===== src/hdl/core_pkg.sv =====
package core_pkg;

  // data path and address width of the core.
  localparam int xlen = 32;

  // first instruction fetched after reset.
  localparam logic [xlen-1:0] reset_vector = 32'h0000_0100;

  // instruction memory size in words.
  localparam int rom_words = 1024;
  localparam int rom_index_bits = $clog2(rom_words);

  // each rom word is its own byte address xor this pattern.
  localparam logic [xlen-1:0] rom_pattern = 32'h5a3c_0f96;

  // depth of the queue between memory and decode.
  localparam int buffer_depth = 4;
  localparam int buffer_ptr_bits = $clog2(buffer_depth);

endpackage


===== src/hdl/fetch_pkg.sv =====
package fetch_pkg;

  import core_pkg::*;

  typedef enum logic [1:0] {
    idle = 2'd0,
    busy = 2'd1,
    ctrl = 2'd2,
    inv  = 2'd3
  } fetch_state_t;

  typedef struct packed {
    logic            mem_valid;
    logic            mem_fence;
    logic            mem_spec;
    logic [xlen-1:0] mem_addr;
  } mem_in_t;

  typedef struct packed {
    logic            mem_ready;
    logic [xlen-1:0] mem_rdata;
  } mem_out_t;

  typedef struct packed {
    logic [xlen-1:0] pc;
    logic [xlen-1:0] rdata;
    logic            ready;
    logic            clear;
    logic            stall;
  } buffer_in_t;

  typedef struct packed {
    logic [xlen-1:0] pc;
    logic [xlen-1:0] instr;
    logic            done;
    logic            stall;
  } buffer_out_t;

  // only one event at a time takes effect, see fetch_stage for the order.
  typedef struct packed {
    logic            trap;
    logic            mret;
    logic            jump;
    logic            fence;
    logic [xlen-1:0] mtvec;
    logic [xlen-1:0] mepc;
    logic [xlen-1:0] target;
    logic [xlen-1:0] npc;
  } redirect_t;

  typedef struct packed {
    logic [xlen-1:0] pc;
    logic [xlen-1:0] instr;
    logic            done;
  } fetch_out_t;

  typedef struct packed {
    fetch_state_t    state;
    logic [xlen-1:0] addr;
    logic            valid;
    logic            ready;
    logic            stall;
    logic            fence;
    logic            spec;
  } fetch_reg_t;

  // the address sits one word below the reset vector so that idle steps onto it.
  localparam fetch_reg_t fetch_reg_init = '{
    state: idle,
    addr:  reset_vector - 32'd4,
    valid: 1'b0,
    ready: 1'b0,
    stall: 1'b0,
    fence: 1'b0,
    spec:  1'b0
  };

endpackage


===== src/hdl/fetch_buffer.sv =====
`timescale 1ns/1ps

module fetch_buffer
  import core_pkg::*, fetch_pkg::*;
(
  input  logic        clock,
  input  logic        reset,
  input  buffer_in_t  buffer_in,
  output buffer_out_t buffer_out
);

  typedef struct packed {
    logic [xlen-1:0] pc;
    logic [xlen-1:0] instr;
  } entry_t;

  entry_t entries [buffer_depth];

  logic [buffer_ptr_bits-1:0] wr_ptr;
  logic [buffer_ptr_bits-1:0] rd_ptr;
  logic [buffer_ptr_bits:0]   count;
  logic                       full;
  logic                       empty;
  logic                       push;
  logic                       pop;

  function automatic logic [buffer_ptr_bits-1:0] next_ptr(
    input logic [buffer_ptr_bits-1:0] ptr
  );
    if (ptr == buffer_ptr_bits'(buffer_depth - 1)) begin
      return '0;
    end
    return ptr + 1'b1;
  endfunction

  assign full = (count == (buffer_ptr_bits + 1)'(buffer_depth));
  assign empty = (count == '0);

  // a clear wins over both the push and the pop of the same cycle.
  assign push = buffer_in.ready & ~buffer_in.clear & ~full;
  assign pop = ~empty & ~buffer_in.stall & ~buffer_in.clear;

  always_ff @(posedge clock) begin
    if (push) begin
      entries[wr_ptr] <= '{pc: buffer_in.pc, instr: buffer_in.rdata};
    end
  end

  always_ff @(posedge clock) begin
    if (!reset || buffer_in.clear) begin
      wr_ptr <= '0;
      rd_ptr <= '0;
      count <= '0;
    end else begin
      if (push) begin
        wr_ptr <= next_ptr(wr_ptr);
      end
      if (pop) begin
        rd_ptr <= next_ptr(rd_ptr);
      end
      case ({push, pop})
        2'b10: count <= count + 1'b1;
        2'b01: count <= count - 1'b1;
        default: begin
        end
      endcase
    end
  end

  // the head entry is presented until decode takes it.
  always_comb begin
    buffer_out.pc = entries[rd_ptr].pc;
    buffer_out.instr = entries[rd_ptr].instr;
    buffer_out.done = ~empty;
    buffer_out.stall = full;
  end

  // fetch has to hold back a returning word while the queue is full.
  assert property (@(posedge clock) disable iff (!reset)
    !(buffer_in.ready && full && !buffer_in.clear))
    else $error("fetch_buffer: push into a full queue");

  assert property (@(posedge clock) disable iff (!reset)
    count <= (buffer_ptr_bits + 1)'(buffer_depth))
    else $error("fetch_buffer: count above queue depth");

endmodule


===== src/hdl/fetch_stage.sv =====
`timescale 1ns/1ps

module fetch_stage
  import core_pkg::*, fetch_pkg::*;
(
  input  logic        clock,
  input  logic        reset,
  input  redirect_t   redirect,
  input  logic        hold,
  input  mem_out_t    imem_out,
  output mem_in_t     imem_in,
  input  buffer_out_t buffer_out,
  output buffer_in_t  buffer_in,
  output fetch_out_t  fetch_out
);

  fetch_reg_t r;
  fetch_reg_t rin;
  fetch_reg_t v;

  always_comb begin
    v = r;

    v.valid = 1'b0;
    v.fence = 1'b0;
    v.spec = 1'b0;
    v.ready = imem_out.mem_ready;
    v.stall = buffer_out.stall;

    // the address only moves on once the outstanding word has come back.
    case (r.state)
      busy: begin
        if (!v.ready) begin
          v.stall = 1'b1;
        end
      end
      ctrl, inv: begin
        v.stall = 1'b1;
      end
      default: begin
      end
    endcase

    if (redirect.trap) begin
      v.spec = 1'b1;
      v.addr = redirect.mtvec;
    end else if (redirect.mret) begin
      v.spec = 1'b1;
      v.addr = redirect.mepc;
    end else if (redirect.jump) begin
      v.spec = 1'b1;
      v.addr = redirect.target;
    end else if (redirect.fence) begin
      v.fence = 1'b1;
      v.spec = 1'b1;
      v.addr = redirect.npc;
    end else if (!v.stall) begin
      v.addr = v.addr + xlen'(4);
    end

    case (r.state)
      idle: begin
        v.state = busy;
        v.valid = 1'b1;
      end
      busy: begin
        if (v.ready) begin
          v.state = busy;
          v.valid = 1'b1;
          // a full queue cannot take the word, so the same address is asked for again.
          if (buffer_out.stall) begin
            v.ready = 1'b0;
          end
        end else if (v.fence) begin
          v.state = inv;
        end else if (v.spec) begin
          v.state = ctrl;
        end
      end
      default: begin
        // the answer to the old path is dropped and the new target is requested.
        if (v.ready) begin
          v.state = busy;
          v.valid = 1'b1;
        end
        v.ready = 1'b0;
      end
    endcase

    rin = v;

    buffer_in.pc = {r.addr[xlen-1:2], 2'b00};
    buffer_in.rdata = imem_out.mem_rdata;
    buffer_in.ready = v.ready;
    buffer_in.clear = v.spec;
    buffer_in.stall = hold;

    imem_in.mem_valid = v.valid;
    imem_in.mem_fence = v.fence;
    imem_in.mem_spec = v.spec;
    imem_in.mem_addr = v.addr;

    fetch_out.pc = buffer_out.pc;
    fetch_out.instr = buffer_out.instr;
    fetch_out.done = buffer_out.done;
  end

  always_ff @(posedge clock) begin
    if (!reset) begin
      r <= fetch_reg_init;
    end else begin
      r <= rin;
    end
  end

  // leaving busy for a new target while a word is still outstanding must wait in ctrl or inv.
  assert property (@(posedge clock) disable iff (!reset)
    (r.state == busy && imem_in.mem_spec && imem_in.mem_valid) |-> imem_out.mem_ready)
    else $error("fetch_stage: redirect request issued over an outstanding word");

endmodule


===== src/hdl/fetch_top.sv =====
`timescale 1ns/1ps

module fetch_top
  import fetch_pkg::*;
(
  input  logic       clock,
  input  logic       reset,
  input  redirect_t  redirect,
  input  logic       hold,
  input  logic       imem_wait,
  output fetch_out_t fetch_out
);

  mem_in_t     imem_in;
  mem_out_t    imem_out;
  buffer_in_t  buffer_in;
  buffer_out_t buffer_out;

  fetch_stage fetch_stage_i (
    .clock      (clock),
    .reset      (reset),
    .redirect   (redirect),
    .hold       (hold),
    .imem_out   (imem_out),
    .imem_in    (imem_in),
    .buffer_out (buffer_out),
    .buffer_in  (buffer_in),
    .fetch_out  (fetch_out)
  );

  fetch_buffer fetch_buffer_i (
    .clock      (clock),
    .reset      (reset),
    .buffer_in  (buffer_in),
    .buffer_out (buffer_out)
  );

  imem_rom imem_rom_i (
    .clock     (clock),
    .reset     (reset),
    .imem_wait (imem_wait),
    .imem_in   (imem_in),
    .imem_out  (imem_out)
  );

endmodule


===== src/hdl/imem_rom.sv =====
`timescale 1ns/1ps

module imem_rom
  import core_pkg::*, fetch_pkg::*;
(
  input  logic     clock,
  input  logic     reset,
  input  logic     imem_wait,
  input  mem_in_t  imem_in,
  output mem_out_t imem_out
);

  logic                      pending;
  logic [rom_index_bits-1:0] word_index;

  // a new request replaces whatever is still waiting.
  always_ff @(posedge clock) begin
    if (!reset) begin
      pending <= 1'b0;
    end else if (imem_in.mem_valid) begin
      pending <= 1'b1;
    end else if (!imem_wait) begin
      pending <= 1'b0;
    end
  end

  always_ff @(posedge clock) begin
    if (imem_in.mem_valid) begin
      word_index <= imem_in.mem_addr[rom_index_bits+1:2];
    end
  end

  // contents follow the address, wrapped to the size of the memory.
  always_comb begin
    imem_out.mem_ready = pending & ~imem_wait;
    imem_out.mem_rdata = {{(xlen - rom_index_bits - 2){1'b0}}, word_index, 2'b00} ^ rom_pattern;
  end

  assert property (@(posedge clock) disable iff (!reset)
    imem_in.mem_valid |-> (imem_in.mem_addr[1:0] == 2'b00))
    else $error("imem_rom: unaligned fetch address");

  // a fence always arrives as part of a redirect.
  assert property (@(posedge clock) disable iff (!reset)
    (imem_in.mem_valid && imem_in.mem_fence) |-> imem_in.mem_spec)
    else $error("imem_rom: fence request without spec");

endmodule


===== config.mk =====
export PLATFORM = sky130hd
export DESIGN_NAME = fetch_top
export DESIGN_NICKNAME = d
export VERILOG_FILES = /design/src/hdl/core_pkg.sv /design/src/hdl/fetch_pkg.sv /design/src/hdl/fetch_buffer.sv /design/src/hdl/fetch_stage.sv /design/src/hdl/fetch_top.sv /design/src/hdl/imem_rom.sv
export SDC_FILE = /design/constraint.sdc
export NUM_CORES = 1
export LEC_CHECK = 0
export ABC_AREA = 1
export BUFFER_PORTS_ARGS = -buffer_cell sky130_fd_sc_hd__buf_2
export CORE_AREA = 2 2 153 230
export CTS_CLUSTER_SIZE = 8
export DETAILED_ROUTE_END_ITERATION = 12
export DIE_AREA = 0 0 155 232
export PLACE_DENSITY = 0.74
export SYNTH_ARGS = -nofsm -noshare
export SYNTH_HDL_FRONTEND = slang
export SYNTH_HIERARCHICAL = 1
export SYNTH_SLANG_ARGS = --single-unit

===== constraint.sdc =====
create_clock -name clock -period 14.15 [get_ports clock]
set_input_delay 0 -clock clock [delete_from_list [all_inputs] [get_ports clock]]
set_output_delay 0 -clock clock [all_outputs]
set_load 0.1 [all_outputs]

### Yosys cells after proc, flatten, opt, wreduce, memory -nomap -nowiden

Memories as Yosys holds them, arrays and structs flattened. A register that Yosys moved wholly into a read port is not among the register bits.
Index checks and enable logic that the tools add are counted.

* bitwise operators: 11
* $add $sub $neg: 5
* reduce and logical (&&, ||, !) cells: 8
* eq/ne operators: 11
* muxes and demuxes: 41

Operators with widths (number)
* $mux 32: 5
* $add 32x3->32 const B: 1
* $mux 2: 12
* $mux 1: 19
* $not 8->16: 1
* $eq 2x2->1 const B: 5
* $pmux 1 s2: 3
* $pmux 3 s2: 1
* $and 1x1->1: 5
* $ne 5x5->1 const B: 1
* $not 1->1: 5
* $add 2x1->2 const B: 2
* $eq 2x1->1 const B: 2
* $ne 4x1->1 const B: 1
* $pmux 2 s2: 1
* $add 3x1->3 const B: 1
* $eq 3x3->1 const B: 1
* $logic_not 3->1: 1
* $reduce_bool 3->1: 1
* $sub 3x1->3 const B: 1
* $logic_not 2->1: 1
* $ne 2x1->1 const B: 1
* $reduce_and 2->1: 1
* $reduce_bool 2->1: 1
* other kinds (3): 3

* register bits: 52
* bits in writable memories: 196
* word-level logic and storage cells: 85
* memories: 1

Memories
* fetch_buffer_i.entries: words 4, width 49, read ports 1, clocked after Yosys merged registers in 1, wr ports 1, RTL line fetch_buffer.sv:17 `entry_t entries [buffer_depth];`

### Longest topological paths before layout

Gate-level depths: netlist of the first run.

* depth in word-level cells: 11
* gate-level depth with buffers: 18
* mapped depth without buffers: 16

### Cells and area by module

The synthesis of the first run kept the hierarchy.

Modules (own cells, without submodules)
* fetch_buffer: instances 1, area an instance 10020.9 um^2, cells each 696
* fetch_stage: instances 1, area an instance 4466.8 um^2, cells each 707
* imem_rom: instances 1, area an instance 569.3 um^2, cells each 51

### Worst setup path after synthesis of the first run

OpenSTA, ideal clock, no wires.

* path kind: reg2reg
* start: register imem_rom_i.pending
* end: memory fetch_buffer_i/entries[0][0] (netlist bit) (enable)
* required time: 13.663 ns
* setup time: 0.487 ns
* arrival: 4.007 ns
* setup slack: 9.656 ns
* buffers on the path: 1
* clock period less this slack: 4.494 ns
* stages on the path, launching flop included: 10
* cell sequence: dfxtp_1 -> inv_1 -> nor2_1 -> nand2_1 -> a21oi_1 -> buf_4 -> inv_1 -> nor2_1 -> nand2_1 -> nor2_1

RTL lines
* from (decl): RTL line imem_rom.sv:13 `logic pending;`
* from (signal assigned): RTL line imem_rom.sv:19 `pending <= 1'b0;`
* from (signal assigned): RTL line imem_rom.sv:21 `pending <= 1'b1;`
* from (signal assigned): RTL line imem_rom.sv:23 `pending <= 1'b0;`
* to (decl): RTL line fetch_buffer.sv:17

==> flow_metrics.env, run 1 <==
export IMPL_wl_per_cell_um=18.0
export IMPL_final_cell_mix="edfxtp_1 (266), nor2_1 (204), buf_2 (192)"
export IMPL_ir_worst_vdd_mv=0.0767
export IMPL_status="finished clean"
export IMPL_die_x_um=155
export IMPL_drt_initial_drc_count=526
export IMPL_antenna_cells=0
export IMPL_grt_max_degree=93
export IMPL_vias=10200
export IMPL_dp_hpwl_um=22000
export IMPL_hold_depth=5
export IMPL_leakagePower_nw=6.31
export IMPL_met1_usage_pct=21.4
export IMPL_clk_transition_reported_paths_ns=0.05
export IMPL_die_h_um=232
export IMPL_cts_setup_buffers=0
export IMPL_grt_busiest_layer="met2"
export IMPL_start_util_pct=43.2
export IMPL_cp_max_fo=92
export IMPL_dieArea_mm2=0.0360
export IMPL_syn2layout_area_growth_pct=14.0
export IMPL_rsz0062_at_grt="no"
export IMPL_grt_overflow=0
export IMPL_fmax_mhz=295
export IMPL_setup_tns_ns=0
export IMPL_vias_per_cell=5.24
export IMPL_gp_congestion=0.902
export IMPL_fin_crit_sh_pct=23.9
export IMPL_grtUsageTotal_pct=19.4
export IMPL_grt_use_met3_pct=2.86
export IMPL_clockBufferDepth=3
export IMPL_grt_pass1_wl_um=53200
export IMPL_use_met2_pct=35.1
export IMPL_clkLatencyLatePin_ns=0.55
export IMPL_cts_sinks=308
export IMPL_netlist_area_mm2=0.0147
export IMPL_power_density_mw_per_mm2=125
export IMPL_drv_slew=0
export IMPL_fin_nets=1643
export IMPL_setup_worst_path_start_class="register"
export IMPL_postCtsHoldBufs=78
export IMPL_cts_tree="done"
export IMPL_drive_gt1_share_pct=19.6
export IMPL_finalClockSkew_ns=0.0148
export IMPL_final_hold_viol_count=0
export IMPL_syn_inst=1389
export IMPL_rows=83
export IMPL_finalSetupViolCount=0
export IMPL_crit_required_ns=14.15
export IMPL_ant_nets=0
export IMPL_cts_buffers=44
export IMPL_slew_headroom_pct=9.21
export IMPL_cts_max_level=2
export IMPL_first_pass_iters=5
export IMPL_ff2ff_path_depth=15
export IMPL_antenna_found_initial=0
export IMPL_hp_class="input pin to register"
export IMPL_drt_total_wl_um=35000
export IMPL_dpl_cell_area_mm2=0.0147
export IMPL_tightest_slew_ns=1.36
export IMPL_ios=201
export IMPL_path_class="register to output pin"
export IMPL_drc=0
export IMPL_end_kind="output pin"
export IMPL_syn_avg_cell_area_um2=10.6
export IMPL_port_buffers=192
export IMPL_layout_commonest_cell="edfxtp_1"
export IMPL_cts_resized=0
export IMPL_yosysWarnings=6
export IMPL_core_area_mm2=0.0340
export IMPL_period_minus_slack_ns=3.38
export IMPL_cts_root_buf="clkbuf_16"
export IMPL_crit_arrival_ns=3.38
export IMPL_grt_pass1_vias=10100
export IMPL_cap_violations=0
export IMPL_hold_ws_ns=0.0283
export IMPL_design_area_mm2=0.0167
export IMPL_fillCellCount=2930
==> state kept, by name, summed over array words and instances (netlist names), named ones only <==
signal and flops:
fetch_stage_i/buffer_in 30, imem_rom_i/word_index 10, fetch_stage_i/r 2, fetch_buffer_i/rd_ptr 2
imem_rom_i/pending 1, fetch_buffer_i/entries 256, fetch_buffer_i/count 3, fetch_buffer_i/wr_ptr 2
==> final cells by class <==
cell class / instances / area, um^2 / share of cell area [%]
clock buffers: 64 / 1180 / 7.03
clock inverters: 4 / 81.3 / 0.486
inverters: 73 / 277 / 1.65
multi-input cells: 794 / 4040 / 24.1
flip-flops and latches: 308 / 8830 / 52.8
well taps: 425 / 532 / 3.18
repair buffers: 278 / 1800 / 10.8
==> routing by layer <==
layer / part of all wire (%) / vias up / wire, um
li1: - / 4858 / -
met5: 0 / - / 0
met3: 5.5 / 100 / 1930
met1: 37 / 4847 / 13000
met4: 5.1 / 0 / 1780
met2: 52 / 395 / 18200
==> worst max-delay path: stages, from the launching register on <==
cell,delay (ns)
dfxtp_4,0.49
inv_4,0.38
buf_4,0.84
o21ai_0,0.21
o22ai_1,0.34
buf_2,0.50
==> power by group <==
group / internal (mW) / leakage (nW) / switching [mW]
clock: 0.572 / 0.599 / 0.364
sequential: 1.01 / 2.76 / 0.0202
combinational: 0.0536 / 2.95 / 0.0794
total: 1.64 / 6.31 / 0.463
==> final timing paths <==
kind | start | end | slack [ns]
hold reg to reg | imem_rom_i/word_index[1] | fetch_buffer_i/entries[1][3] | 0.51
hold / removal | redirect[10] | imem_rom_i/word_index[8] | 0.03
setup / recovery | register | fetch_out[62] | 10.77
setup reg to reg | fetch_buffer_i/count[1] | fetch_stage_i/buffer_in[46] | 11.07
==> per-stage QoR <==
| step | setup slack (ns) | cells | utilization, % | total power, mW |
|---|---|---|---|---|
| after global routing | 10.58 | 1946 | 49.3 | 2.17 |
| after detailed placement | 10.94 | 1800 | 43.3 | 1.16 |
| after CTS | 10.75 | 1946 | 49.3 | 2.12 |
| final | 10.77 | 1946 | 49.3 | 2.10 |
| after global placement | 10.99 | 1800 | 43.3 | 1.16 |
| after floorplan | 9.66 | 1410 | - | 1.14 |
(Power assumes the default switching activity.)
==> run 2: changes to the inputs <==
Settings changed: PLACE_DENSITY 0.74 to 0.76.
Clock period 14.15 ns to 3.1 ns, I/O delays scaled along.
==> run 2 against run 1 <==
Net effect: largest power group unchanged; clock skew up 0.0010 ns; critical path depth stayed put; sequential share of layout area down 0.72 points; highest routed layer unchanged; combinational power rose to 4.6 times the previous value; clock power increased to 4.6 times the previous value; sequential power rose to 4.6 times the previous value; core utilization up 0.68 points; final area increased by 1.4%; flip-flop and latch count did not move; worst setup slack got worse by 10 ns; register-to-register slack got worse by 11 ns; first-iteration DRC count up 34%.
==> flow_metrics.env, run 2 (same netlist as run 1, synthesis figures left out) <==
export IMPL_ant_nets=0
export IMPL_vias_per_cell=5.31
export IMPL_power_density_mw_per_mm2=566
export IMPL_cts_root_buf="clkbuf_16"
export IMPL_endpoint="fetch_out[60]"
export IMPL_cts_buffers=44
export IMPL_start_util_pct=43.2
export IMPL_leakagePower_nw=6.43
export IMPL_cts_resized=0
export IMPL_drive_gt1_share_pct=20.6
export IMPL_cap_violations=0
export IMPL_fin_nets=1658
export IMPL_fin_crit_sh_pct=90.0
export IMPL_ios=201
export IMPL_antenna_cells=0
export IMPL_tightest_slew_ns=0.990
export IMPL_drc=0
export IMPL_wl_per_cell_um=18.2
export IMPL_final_core_util_pct=50.0
export IMPL_grt_overflow=0
export IMPL_cts_sinks=308
export IMPL_drv_slew=0
export IMPL_ir_worst_vdd_mv=0.373
export IMPL_clk_transition_reported_paths_ns=0.05
export IMPL_gp_congestion=0.978
export IMPL_fmax_mhz=358
export IMPL_die_h_um=232
export IMPL_clockBufferDepth=3
export IMPL_rsz0062_at_grt="no"
export IMPL_layout_commonest_cell="edfxtp_1"
export IMPL_crit_arrival_ns=2.79
export IMPL_grt_pass1_vias=10600
export IMPL_total_power_mw=9.61
export IMPL_finalClockSkew_ns=0.0158
export IMPL_final_cell_mix="edfxtp_1 (266), nor2_1 (204), buf_2 (192)"
export IMPL_dp_hpwl_um=24100
export IMPL_path_class="register to output pin"
export IMPL_vias=10400
export IMPL_antenna_found_initial=0
export IMPL_die_x_um=155
export IMPL_cp_max_fo=36
export IMPL_cts_max_level=2
export IMPL_first_pass_iters=5
export IMPL_setup_worst_path_start_class="register"
export IMPL_crit_required_ns=3.10
export IMPL_finalSetupViolCount=0
export IMPL_slew_headroom_pct=33.9
export IMPL_grt_max_degree=84
export IMPL_cts_tree="done"
export IMPL_largest_register="fetch_buffer_i/entries"
export IMPL_core_area_mm2=0.0340
export IMPL_syn2layout_area_growth_pct=15.6
export IMPL_ff2ff_path_depth=13
export IMPL_end_kind="output pin"
export IMPL_largest_reg_flops=256
export IMPL_drt_total_wl_um=35600
export IMPL_port_buffers=192
export IMPL_r2r_end="fetch_stage_i/buffer_in[65]"
export IMPL_drt_initial_drc_count=707
export IMPL_dieArea_mm2=0.0360
export IMPL_status="finished clean"
export IMPL_grt_pass1_wl_um=55200
export IMPL_period_minus_slack_ns=2.79
export IMPL_setup_tns_ns=0
export IMPL_clkLatencyLatePin_ns=0.53
export IMPL_timing_rr_start="fetch_stage_i/buffer_in[37]"
export IMPL_hp_class="input pin to register"
export IMPL_rows=83
export IMPL_grtUsageTotal_pct=19.8
export IMPL_final_hold_viol_count=0
export IMPL_rrSetupSlack_ns=0.38
## run 2: stage by stage
step / instances / worst slack, ns / instance area (um^2) / hold WS, ns
6_report: 1956 / 0.310 / 17000 / 0.0164
5_1_grt: 1956 / 0.139 / 17000 / 0.0210
4_1_cts: 1956 / 0.276 / 17000 / 0.00233
3_5_place_dp: 1817 / 0.531 / 15000 / 0.247
3_3_place_gp: 1817 / 0.610 / 15000 / 0.252
2_1_floorplan: 1410 / -0.369 / 14800 / 0.0689
## run 2: final cells by class
| type | instances | area [um^2] |
|---|---|---|
| Clock buffer | 60 | 1180 |
| Clock inverter | 3 | 47.5 |
| Fill cell | 2893 | 17000 |
| Inverter | 73 | 277 |
| Multi-Input combinational cell | 794 | 4040 |
| Sequential cell | 308 | 8830 |
| Tap cell | 425 | 532 |
| Timing Repair Buffer | 293 | 2060 |
## run 2: timing repair
item	in CTS	in global routing
hold buffers	76	0
buffers inserted	0	0
endpoints found under the hold margin	47	0
## run 2: routing by layer
layer  global-route usage, %  share of wire (%)
met5                       0                  0
met4                    9.40                4.2
met3                    2.91                6.0
met2                    37.2                 53
met1                    21.8                 37
## run 2: worst min path at each step
stage	from	to	slack, ns	cells past startpoint
finish	redirect[41]	imem_rom_i/word_index[7]	0.02	5
global placement	redirect[101]	fetch_stage_i/buffer_in[40]	0.25	3
global route	redirect[10]	imem_rom_i/word_index[8]	0.02	5
detailed placement	redirect[103]	fetch_stage_i/buffer_in[42]	0.25	3
CTS	redirect[9]	imem_rom_i/word_index[7]	0.002	5
floorplan	reset	fetch_stage_i/buffer_in[38]	0.07	1
## run 2: critical path, stage by stage, from the launching register on
cell,delay (ns)
dfxtp_2,0.48
inv_2,0.59
buf_4,0.33
o21ai_0,0.12
o22ai_1,0.22
buf_2,0.48
## run 2: power by group
group / switching [mW] / internal [mW]
Sequential: 0.0980 / 4.61
Combinational: 0.363 / 0.252
Clock: 1.60 / 2.69
